`src/common/watch_pkg.sv`:
```
`default_nettype none

//////////////////////////////////////////////////
// Stopwatch digit definitions
//////////////////////////////////////////////////

package watch_pkg;

	// One decimal digit of the displayed time
	typedef logic [3:0] digit_t;

	// Tenths, seconds, seconds tens, minutes, minutes tens
	localparam int num_digits = 5;

	// Count range of each digit
	// Index 0 is the tenths digit and the last one is minutes tens
	localparam logic [3:0] digit_moduli [num_digits] = '{
		4'd10,  // Tenths
		4'd10,  // Seconds
		4'd6,   // Seconds tens
		4'd10,  // Minutes
		4'd6    // Minutes tens
	};

endpackage

`default_nettype wire

```
`src/common/lcd_pkg.sv`:
```
`default_nettype none

//////////////////////////////////////////////////
// Character LCD codes and byte layout
//////////////////////////////////////////////////

package lcd_pkg;

	// One LCD byte, sent upper nibble first over the 4-bit bus
	typedef union packed {
		logic [7:0] whole;      // Written by the sequencer
		struct packed {
			logic [3:0] upper;  // First on the bus
			logic [3:0] lower;
		} nibbles;              // Read by the nibble writer
	} lcd_byte_u;

	// Setup commands, sent with RS low
	localparam logic [7:0] cmd_function_set = 8'h28;  // 4-bit bus, two lines, 5x7 font
	localparam logic [7:0] cmd_entry_mode   = 8'h06;  // Cursor moves right, no shift
	localparam logic [7:0] cmd_display_on   = 8'h0C;  // Display on, cursor off
	localparam logic [7:0] cmd_clear        = 8'h01;  // Needs the long wait afterwards
	localparam logic [7:0] cmd_line1_addr   = 8'h80;  // DD RAM address 0x00
	localparam logic [7:0] cmd_line2_addr   = 8'hC0;  // DD RAM address 0x40

	// Character codes
	localparam logic [7:0] ascii_zero = 8'h30;  // Digit characters start here
	localparam logic [7:0] char_colon = 8'h3A;

	// Characters written per line
	localparam int line1_len = 10;
	localparam int line2_len = 12;

	// Power-on nibbles for the switch to 4-bit mode
	localparam logic [3:0] init_nibble_3 = 4'h3;
	localparam logic [3:0] init_nibble_2 = 4'h2;

endpackage

`default_nettype wire

```
`src/stopwatch/tenth_tick.sv`:
```
`default_nettype none

// Timebase for the tenths digit
module tenth_tick #(
	parameter int tick_cycles = 5_000_000  // Clocks per 100 ms
) (
	input  logic clock,
	input  logic reset,
	output logic tick
);
	localparam int cnt_w = $clog2(tick_cycles + 1);

	logic [cnt_w-1:0] count;

	always_ff @(posedge clock) begin
		if (reset) begin
			count <= '0;
			tick  <= 1'b0;
		end else if (count == cnt_w'(tick_cycles - 1)) begin
			count <= '0;
			tick  <= 1'b1;  // One clock wide
		end else begin
			count <= count + 1'b1;
			tick  <= 1'b0;
		end
	end

endmodule

`default_nettype wire

```
`src/stopwatch/digit_counter.sv`:
```
`default_nettype none

//////////////////////////////////////////////////
// One time digit with a carry to the next
//////////////////////////////////////////////////

module digit_counter #(
	parameter int modulus = 10  // 10 for units, 6 for tens
) (
	input  logic              clock,
	input  logic              reset,
	input  logic              enable,  // Tick or carry of the digit below
	output watch_pkg::digit_t digit,
	output logic              carry
);
	// Highest value before the wrap
	localparam watch_pkg::digit_t last_value = watch_pkg::digit_t'(modulus - 1);

	logic at_last;

	assign at_last = (digit == last_value);

	// Same clock for every digit
	// The carry only enables the next counter
	assign carry = enable && at_last;

	always_ff @(posedge clock) begin
		if (reset) begin
			digit <= '0;
		end else if (enable) begin
			if (at_last) begin
				digit <= '0;  // Wrap
			end else begin
				digit <= digit + watch_pkg::digit_t'(1);
			end
		end
	end

endmodule

`default_nettype wire

```
`src/lcd/lcd_power_on.sv`:
```
`default_nettype none

// Datasheet power-on sequence for the 4-bit interface
module lcd_power_on #(
	parameter int power_wait_cycles    = 750_000,
	parameter int init_gap_long_cycles = 205_000,
	parameter int init_gap_mid_cycles  = 5_000,
	parameter int cmd_gap_cycles       = 2_000,
	parameter int hold_cycles          = 12
) (
	input  logic       clock,
	input  logic       reset,
	output logic [3:0] init_d,
	output logic       init_e,
	output logic       init_done
);
	localparam int cnt_w = $clog2(power_wait_cycles + init_gap_long_cycles
		+ init_gap_mid_cycles + cmd_gap_cycles + hold_cycles + 1);

	localparam logic [2:0] st_wait  = 3'd0;  // Display power settling
	localparam logic [2:0] st_setup = 3'd1;  // Data out, E still low
	localparam logic [2:0] st_hold  = 3'd2;
	localparam logic [2:0] st_gap   = 3'd3;
	localparam logic [2:0] st_done  = 3'd4;

	logic [2:0]       state;
	logic [cnt_w-1:0] count;     // Shared by all waits
	logic [1:0]       step;      // Which of the four writes
	logic [cnt_w-1:0] gap_last;

	// Wait after each write
	always_comb begin
		case (step)
			2'd0:    gap_last = cnt_w'(init_gap_long_cycles - 1);
			2'd1:    gap_last = cnt_w'(init_gap_mid_cycles - 1);
			default: gap_last = cnt_w'(cmd_gap_cycles - 1);
		endcase
	end

	always_ff @(posedge clock) begin
		if (reset) begin
			state     <= st_wait;
			count     <= '0;
			step      <= 2'd0;
			init_d    <= 4'h0;
			init_e    <= 1'b0;
			init_done <= 1'b0;
		end else begin
			case (state)
				st_wait: begin
					if (count == cnt_w'(power_wait_cycles - 1)) begin
						count  <= '0;
						init_d <= lcd_pkg::init_nibble_3;
						state  <= st_setup;
					end else begin
						count <= count + 1'b1;
					end
				end
				st_setup: begin
					init_e <= 1'b1;  // Data has had a cycle to settle
					state  <= st_hold;
				end
				st_hold: begin
					if (count == cnt_w'(hold_cycles - 1)) begin
						count  <= '0;
						init_e <= 1'b0;
						state  <= st_gap;
					end else begin
						count <= count + 1'b1;
					end
				end
				st_gap: begin
					if (count != gap_last) begin
						count <= count + 1'b1;  // Data kept past the fall
					end else if (step == 2'd3) begin
						count     <= '0;
						init_d    <= 4'h0;
						init_done <= 1'b1;
						state     <= st_done;
					end else begin
						count <= '0;
						step  <= step + 1'b1;
						// Three 3s and then the 2
						init_d <= (step == 2'd2) ? lcd_pkg::init_nibble_2
							: lcd_pkg::init_nibble_3;
						state <= st_setup;
					end
				end
				st_done: state <= st_done;  // Stays here until reset
				default: state <= st_wait;
			endcase
		end
	end

endmodule

`default_nettype wire

```
`src/lcd/lcd_sequencer.sv`:
```
`default_nettype none

//////////////////////////////////////////////////
// Command list, line 1 text and the line 2 refresh loop
//////////////////////////////////////////////////

module lcd_sequencer (
	input  logic               clock,
	input  logic               reset,
	input  logic               init_done,
	input  logic               tx_done,
	input  watch_pkg::digit_t  digits [watch_pkg::num_digits],
	output logic               tx_start,
	output logic               tx_rs,
	output lcd_pkg::lcd_byte_u tx_byte
);
	// Step numbers of the byte sequence
	localparam int line1_first     = 5;  // After the five setup commands
	localparam int line2_addr_step = line1_first + lcd_pkg::line1_len;
	localparam int line2_first     = line2_addr_step + 1;
	localparam int last_step       = line2_first + lcd_pkg::line2_len - 1;
	localparam int step_w          = $clog2(last_step + 1);

	localparam logic [8*lcd_pkg::line1_len-1:0] line1_text = "Stopwatch ";  // Blank pads to ten
	localparam logic [31:0] line2_label = "Time";

	localparam logic [1:0] st_wait_init = 2'd0;
	localparam logic [1:0] st_send      = 2'd1;
	localparam logic [1:0] st_wait_done = 2'd2;

	logic [1:0]        state;
	logic [step_w-1:0] step;
	logic [3:0]        text_idx;  // Character position within the current line
	logic [7:0]        next_byte;
	logic              next_rs;
	watch_pkg::digit_t snap [watch_pkg::num_digits];  // Time shown in this frame

	function automatic logic [7:0] digit_char(input watch_pkg::digit_t d);
		return lcd_pkg::ascii_zero + {4'h0, d};
	endfunction

	assign text_idx = (step < step_w'(line2_first)) ? 4'(step - step_w'(line1_first))
		: 4'(step - step_w'(line2_first));

	// Byte and RS for the current step
	always_comb begin
		next_rs   = 1'b1;
		next_byte = lcd_pkg::char_colon;
		if (step < step_w'(line1_first)) begin
			next_rs = 1'b0;
			case (step[2:0])
				3'd0:    next_byte = lcd_pkg::cmd_function_set;
				3'd1:    next_byte = lcd_pkg::cmd_entry_mode;
				3'd2:    next_byte = lcd_pkg::cmd_display_on;
				3'd3:    next_byte = lcd_pkg::cmd_clear;
				default: next_byte = lcd_pkg::cmd_line1_addr;
			endcase
		end else if (step < step_w'(line2_addr_step)) begin
			// Leftmost character sits in the top byte
			next_byte = line1_text[8*(lcd_pkg::line1_len - 1 - int'(text_idx)) +: 8];
		end else if (step == step_w'(line2_addr_step)) begin
			next_rs   = 1'b0;
			next_byte = lcd_pkg::cmd_line2_addr;
		end else begin
			case (text_idx)
				4'd0, 4'd1, 4'd2, 4'd3: begin
					next_byte = line2_label[8*(3 - int'(text_idx)) +: 8];
				end
				4'd5:    next_byte = digit_char(snap[4]);  // Minutes tens
				4'd6:    next_byte = digit_char(snap[3]);
				4'd8:    next_byte = digit_char(snap[2]);  // Seconds tens
				4'd9:    next_byte = digit_char(snap[1]);
				4'd11:   next_byte = digit_char(snap[0]);  // Tenths
				default: next_byte = lcd_pkg::char_colon;  // Positions 4, 7 and 10
			endcase
		end
	end

	always_ff @(posedge clock) begin
		if (reset) begin
			state    <= st_wait_init;
			step     <= '0;
			tx_start <= 1'b0;
		end else begin
			tx_start <= 1'b0;
			case (state)
				st_wait_init: begin
					if (init_done) begin
						state <= st_send;
					end
				end
				st_send: begin
					tx_start <= 1'b1;
					state    <= st_wait_done;
				end
				st_wait_done: begin
					if (tx_done) begin
						state <= st_send;
						if (step == step_w'(last_step)) begin
							step <= step_w'(line2_addr_step);  // Next frame of line 2
						end else begin
							step <= step + 1'b1;
						end
					end
				end
				default: state <= st_wait_init;
			endcase
		end
	end

	// Byte stays put until the writer reports done
	always_ff @(posedge clock) begin
		if (state == st_send) begin
			tx_byte.whole <= next_byte;
			tx_rs         <= next_rs;
			if (step == step_w'(line2_addr_step)) begin
				snap <= digits;
			end
		end
	end

endmodule

`default_nettype wire

```
`src/lcd/lcd_nibble_tx.sv`:
```
`default_nettype none

// Sends a byte as two nibbles and owns the LCD pins
module lcd_nibble_tx #(
	parameter int setup_cycles      = 2,
	parameter int hold_cycles       = 12,
	parameter int nibble_gap_cycles = 50,
	parameter int cmd_gap_cycles    = 2_000,
	parameter int clear_wait_cycles = 82_000
) (
	input  logic               clock,
	input  logic               reset,
	input  logic               tx_start,
	input  logic               tx_rs,
	input  lcd_pkg::lcd_byte_u tx_byte,
	input  logic [3:0]         init_d,
	input  logic               init_e,
	output logic               tx_done,
	output logic [3:0]         lcd_d,
	output logic               lcd_e,
	output logic               lcd_rs
);
	localparam int cnt_w = $clog2(setup_cycles + hold_cycles + nibble_gap_cycles
		+ cmd_gap_cycles + clear_wait_cycles + 1);

	localparam logic [2:0] st_idle    = 3'd0;
	localparam logic [2:0] st_setup   = 3'd1;
	localparam logic [2:0] st_hold    = 3'd2;
	localparam logic [2:0] st_gap_mid = 3'd3;  // Between the two nibbles
	localparam logic [2:0] st_gap_end = 3'd4;  // Before the next byte

	logic [2:0]         state;
	logic [cnt_w-1:0]   count;
	logic               lower;      // Second nibble in flight
	logic               e_q;
	logic [3:0]         d_q;
	logic               rs_q;
	lcd_pkg::lcd_byte_u byte_q;
	logic               start_byte;
	logic               mid_done;
	logic [cnt_w-1:0]   end_gap_last;

	assign start_byte = (state == st_idle) && tx_start;
	assign mid_done   = (state == st_gap_mid) && (count == cnt_w'(nibble_gap_cycles - 1));

	// Clear display needs the long execution time
	assign end_gap_last = (!rs_q && byte_q.whole == lcd_pkg::cmd_clear)
		? cnt_w'(clear_wait_cycles - 1) : cnt_w'(cmd_gap_cycles - 1);

	// Power-on nibbles pass through while idle
	assign lcd_d  = (state == st_idle) ? init_d : d_q;
	assign lcd_e  = (state == st_idle) ? init_e : e_q;
	assign lcd_rs = (state != st_idle) && rs_q;

	always_ff @(posedge clock) begin
		if (reset) begin
			state   <= st_idle;
			count   <= '0;
			lower   <= 1'b0;
			e_q     <= 1'b0;
			tx_done <= 1'b0;
		end else begin
			tx_done <= 1'b0;
			case (state)
				st_idle: begin
					if (tx_start) begin
						count <= '0;
						lower <= 1'b0;
						state <= st_setup;
					end
				end
				st_setup: begin
					if (count == cnt_w'(setup_cycles - 1)) begin
						count <= '0;
						e_q   <= 1'b1;
						state <= st_hold;
					end else begin
						count <= count + 1'b1;
					end
				end
				st_hold: begin
					if (count == cnt_w'(hold_cycles - 1)) begin
						count <= '0;
						e_q   <= 1'b0;
						state <= lower ? st_gap_end : st_gap_mid;
					end else begin
						count <= count + 1'b1;
					end
				end
				st_gap_mid: begin
					if (mid_done) begin
						count <= '0;
						lower <= 1'b1;
						state <= st_setup;
					end else begin
						count <= count + 1'b1;
					end
				end
				st_gap_end: begin
					if (count == end_gap_last) begin
						count   <= '0;
						tx_done <= 1'b1;
						state   <= st_idle;
					end else begin
						count <= count + 1'b1;
					end
				end
				default: state <= st_idle;
			endcase
		end
	end

	// Byte, RS and the nibble on the pins
	always_ff @(posedge clock) begin
		if (start_byte) begin
			byte_q <= tx_byte;
			rs_q   <= tx_rs;
			d_q    <= tx_byte.nibbles.upper;  // Upper nibble goes first
		end else if (mid_done) begin
			d_q <= byte_q.nibbles.lower;
		end
	end

endmodule

`default_nettype wire

```
`src/design/stopwatch_top.sv`:
```
`default_nettype none

module stopwatch_top #(
	parameter int tick_cycles          = 5_000_000,  // 100 ms at 50 MHz
	parameter int power_wait_cycles    = 750_000,    // 15 ms
	parameter int init_gap_long_cycles = 205_000,    // 4.1 ms
	parameter int init_gap_mid_cycles  = 5_000,      // 100 us
	parameter int cmd_gap_cycles       = 2_000,      // 40 us
	parameter int clear_wait_cycles    = 82_000,     // 1.64 ms
	parameter int setup_cycles         = 2,
	parameter int hold_cycles          = 12,         // E high time
	parameter int nibble_gap_cycles    = 50          // 1 us between nibbles
) (
	input  logic       clock,
	input  logic       reset,
	output logic [3:0] lcd_d,
	output logic       lcd_e,
	output logic       lcd_rs
);
	logic tick;
	logic [watch_pkg::num_digits-1:0] carry;
	logic [watch_pkg::num_digits-1:0] digit_enable;
	watch_pkg::digit_t digits [watch_pkg::num_digits];

	logic [3:0]         init_d;
	logic               init_e;
	logic               init_done;
	logic               tx_start;
	logic               tx_rs;
	logic               tx_done;
	lcd_pkg::lcd_byte_u tx_byte;

	//////////////////////////////////////////////////
	// Time base and digit chain
	//////////////////////////////////////////////////

	tenth_tick #(
		.tick_cycles(tick_cycles)
	) i_tenth_tick (
		.clock(clock),
		.reset(reset),
		.tick (tick)
	);

	// Each digit counts on the carry of the one below
	assign digit_enable = {carry[watch_pkg::num_digits-2:0], tick};

	for (genvar i = 0; i < watch_pkg::num_digits; i++) begin : g_digit
		digit_counter #(
			.modulus(watch_pkg::digit_moduli[i])
		) i_digit_counter (
			.clock (clock),
			.reset (reset),
			.enable(digit_enable[i]),
			.digit (digits[i]),
			.carry (carry[i])
		);
	end

	//////////////////////////////////////////////////
	// LCD side
	//////////////////////////////////////////////////

	lcd_power_on #(
		.power_wait_cycles   (power_wait_cycles),
		.init_gap_long_cycles(init_gap_long_cycles),
		.init_gap_mid_cycles (init_gap_mid_cycles),
		.cmd_gap_cycles      (cmd_gap_cycles),
		.hold_cycles         (hold_cycles)
	) i_lcd_power_on (
		.clock    (clock),
		.reset    (reset),
		.init_d   (init_d),
		.init_e   (init_e),
		.init_done(init_done)
	);

	lcd_sequencer i_lcd_sequencer (
		.clock    (clock),
		.reset    (reset),
		.init_done(init_done),
		.tx_done  (tx_done),
		.digits   (digits),
		.tx_start (tx_start),
		.tx_rs    (tx_rs),
		.tx_byte  (tx_byte)
	);

	lcd_nibble_tx #(
		.setup_cycles     (setup_cycles),
		.hold_cycles      (hold_cycles),
		.nibble_gap_cycles(nibble_gap_cycles),
		.cmd_gap_cycles   (cmd_gap_cycles),
		.clear_wait_cycles(clear_wait_cycles)
	) i_lcd_nibble_tx (
		.clock   (clock),
		.reset   (reset),
		.tx_start(tx_start),
		.tx_rs   (tx_rs),
		.tx_byte (tx_byte),
		.init_d  (init_d),
		.init_e  (init_e),
		.tx_done (tx_done),
		.lcd_d   (lcd_d),
		.lcd_e   (lcd_e),
		.lcd_rs  (lcd_rs)
	);

endmodule

`default_nettype wire

```
`config.mk`:
```
export PLATFORM = sky130hd
export DESIGN_NAME = stopwatch_top
export DESIGN_NICKNAME = d
export VERILOG_FILES = /design/src/common/watch_pkg.sv /design/src/common/lcd_pkg.sv /design/src/stopwatch/tenth_tick.sv /design/src/stopwatch/digit_counter.sv /design/src/lcd/lcd_power_on.sv /design/src/lcd/lcd_sequencer.sv /design/src/lcd/lcd_nibble_tx.sv /design/src/design/stopwatch_top.sv
export SDC_FILE = /design/constraint.sdc
export NUM_CORES = 1
export LEC_CHECK = 0
export BUFFER_PORTS_ARGS = -buffer_cell sky130_fd_sc_hd__buf_2
export CORE_MARGIN = 4
export CORE_UTILIZATION = 25
export CTS_CLUSTER_DIAMETER = 120
export DETAILED_ROUTE_END_ITERATION = 8
export PLACE_DENSITY_LB_ADDON = 0.2
export SYNTH_ARGS = -nofsm -noshare
export SYNTH_HDL_FRONTEND = slang
export SYNTH_SLANG_ARGS = --single-unit
```
`constraint.sdc`:
```
create_clock -name clock -period 5 [get_ports clock]
set_clock_uncertainty 0.2 [all_clocks]
set_input_delay 1 -clock clock [delete_from_list [all_inputs] [get_ports clock]]
set_output_delay 1 -clock clock [all_outputs]
set_load 0.01 [all_outputs]
```
==> flow_summary_export.csv <==
group,metric,value,unit
layout,instances_no_fill,1209,
route,vias,5745,
yosys,ys_seq_area_share,45.2,%
floorplan,coreArea,28900,um^2
placed_design,dp_hpwl,11100,um
grt,grt_antenna_before_repair,0,
route,routed_wl,16100,um
yosys,synth_commonest_cells,"dfxtp_1, nor2_1, nand2_1",
cts,cts_root_buf,"clkbuf_16",
pwr,peakVddDrop,0.214,mV
sta,finalCritPeriodShare,75.5,%
layout,antenna-diode-count,0,
setup_path,slowest_delay,0.74,ns
cts,cts_tree,"yes",
setup_path,crit_path_max_fanout,20,
route,routedWlPerCell,13.3,um
setup_path,cp.required,4.94,ns
cts,post_cts_resized,0,
worst_hold_path,worst_hold_path_type,"flop to flop",
sta,final_max_slew_viol_count,0,
grt,grt_first_pass_wirelength,27300,um
setup_path,cp-end-kind,"flop",
cts,worstSkewPairLatency,0.42,ns
sta,setup_violations,0,
floorplan,start_util,25.6,%
yosys,yosys.area.top_type_share,28.1,%
sta,slew_headroom,39.1,%
sta,worstMarginPinSlew,0.907,ns
route,post-route-drc-count,0,
yosys,synthTopCellsByArea,"dfxtp_1, edfxtp_1, nor2_1",
setup_path,cp-start-kind,"flop",
cts,clk_pin_slew_worst_paths,0.06,ns
sta,tns,0,ns
yosys,synth.distinct_cells,67,
yosys,yosysTopAreaCell,"dfxtp_1",
layout,layout.nets,835,
placed_design,place_inst,1177,
layout,area_delta_synth_final,13.6,%
sta,rsz0062_at_grt,"false",
yosys,synth_area,7400,um^2
route,viasPerCell,4.75,
yosys,syn_nets,843,
floorplan,die_area,32400,um^2
sta,period_needed,3.78,ns
setup_path,crit_type,"flop to flop",
floorplan,num_io_pins,8,
yosys,syn_inst,820,
cts,cts.sinks,146,
pwr,p_per_area,323,nW/um^2
floorplan,die_width,180,um
grt,grt.total_usage,10.0,%
placed_design,gp_congestion,0.796,
outcome,outcome,"complete, no violations",
cts,cts_hold_buf,0,
setup_path,crit_chain,"inv_1, ha_1, inv_1, mux2i_1, ha_1, nor3b_1, a21oi_1, nor2_1, a21oi_1, o21ai_0, a22oi_1, nor2_1",
cts,numCtsBuffers,17,
grt,grt_pass1_vias,5366,
yosys,synth_seq_cells,146,
placed_design,preCtsSetupSlack,1.30,ns
cts,cts_max_level,4,
route,dr.pass1.iters,5,
pwr,total_power,2720,uW
job,max_cap_violations,0,
sta,hold_viol_final,0,
grt,overflow,0,
floorplan,dieHeight,180,um
sta,fin_ws,1.22,ns
grt,grt_max_degree,46,
yosys,syn_avg_cell_area,9.03,um^2
yosys,yosysMostFrequentCell,"dfxtp_1",
cts,post_cts_buffers,0,
yosys,synthArstFlopShare,0,%
floorplan,row_count,62,
sta,holdWs,0.219,ns
layout,final_layout_size_suffix_gt1_share,7.03,%
placed_design,port-buffer-count,7,
yosys,synth_ff_type,"dfxtp_1",
yosys,synth_edf_count,42,
yosys,yosys_warnings,0,
route,drtIter0Drc,361,
setup_path,slowest_stage,"dfxtp_1",
route,antenna_left,0,
sta,fmax,265,MHz
cts,clockBufferDepth,2,
setup_path,cp_data_arrival_time,3.72,ns
pwr,p_leak,0.00293,uW
[area by class of cell]
cell class / count / area (um^2)
fill: 3035 / 20500
multi-input combinational: 608 / 3790
sequential: 146 / 3340
tap: 384 / 480
clock buffer: 21 / 450
clock inverter: 11 / 178
inverter: 30 / 113
timing repair buffer: 9 / 50.0
[placed cells by master (no fill, tap or decap), types with 17 or more instances in the layout]
master	synthesis	routed
dfxtp_1	104	104
nor2_1	92	92
nand2_1	64	64
a21oi_1	43	43
edfxtp_1	42	42
o21ai_0	40	40
nand3_1	37	37
inv_1	30	30
xor2_1	23	23
and3_1	22	22
xnor2_1	21	21
and2_1	21	21
ha_1	21	21
a31oi_1	20	20
nor3_1	17	17
clkbuf_16	0	17
[worst paths after layout]
check,end,slack [ns],cells past startpoint,startpoint
worst max-delay path,i_lcd_sequencer.tx_byte[4],1.22,12,i_lcd_sequencer.step[0]
worst min-delay path,i_lcd_nibble_tx.byte_q[2],0.22,0,i_lcd_sequencer.tx_byte[2]
worst max register to register,i_lcd_sequencer.tx_byte[4],1.22,12,i_lcd_sequencer.step[0]
worst min register to register,i_lcd_nibble_tx.byte_q[2],0.22,0,i_lcd_sequencer.tx_byte[2]
[registers in the layout, summed over array words and instances (netlist names), 5 cells and up]
register / flops
i_tenth_tick.count: 23
g_digit.i_digit_counter.digit: 20
i_lcd_power_on.count: 20
i_lcd_sequencer.snap: 20
i_lcd_nibble_tx.count: 17
i_lcd_nibble_tx.byte_q: 8
i_lcd_sequencer.tx_byte: 8
i_lcd_sequencer.step: 5
[where the power goes]
group,switching (uW),internal [uW],leakage (uW),total [uW]
Combinational,62.4,38.8,0.00141,101
Sequential,21.2,1230,0.00122,1250
Clock,514,854,0.000294,1370
Total,598,2120,0.00293,2720
[through the flow]
step,utilization (%),cell area (um^2)
finish,29.1,8410
detailed placement,26.9,7780
global route,29.1,8410
CTS,29.1,8410
global placement,26.9,7780
floorplan,-,7400
[worst max-delay path: cells and delay by family (launching register included)]
kind / cells / cell delay [ns]
mux: 1 / 0.37
buf+inv: 2 / 0.36
compound gates: 4 / 0.58
simple gates: 3 / 0.31
flops: 1 / 0.74
fa+ha+maj: 2 / 0.92
[cell families after synthesis]
logic type      share of synthesized area [%]
xor+xnor                                 5.20
simple gates                             24.4
compound gates                           15.4
buf+inv                                  3.62
flops                                    45.2
mux                                      2.69
fa+ha+maj                                3.55
[metal layers]
layer  vias up  wire length [um]  GRT usage, %
met5         -                 0             0
met4         0               285          3.72
met3        19               475          2.52
met2        76              7170          15.6
met1      2685              8180          13.6
li1       2965                 -             -
(Power assumes the default switching activity.)
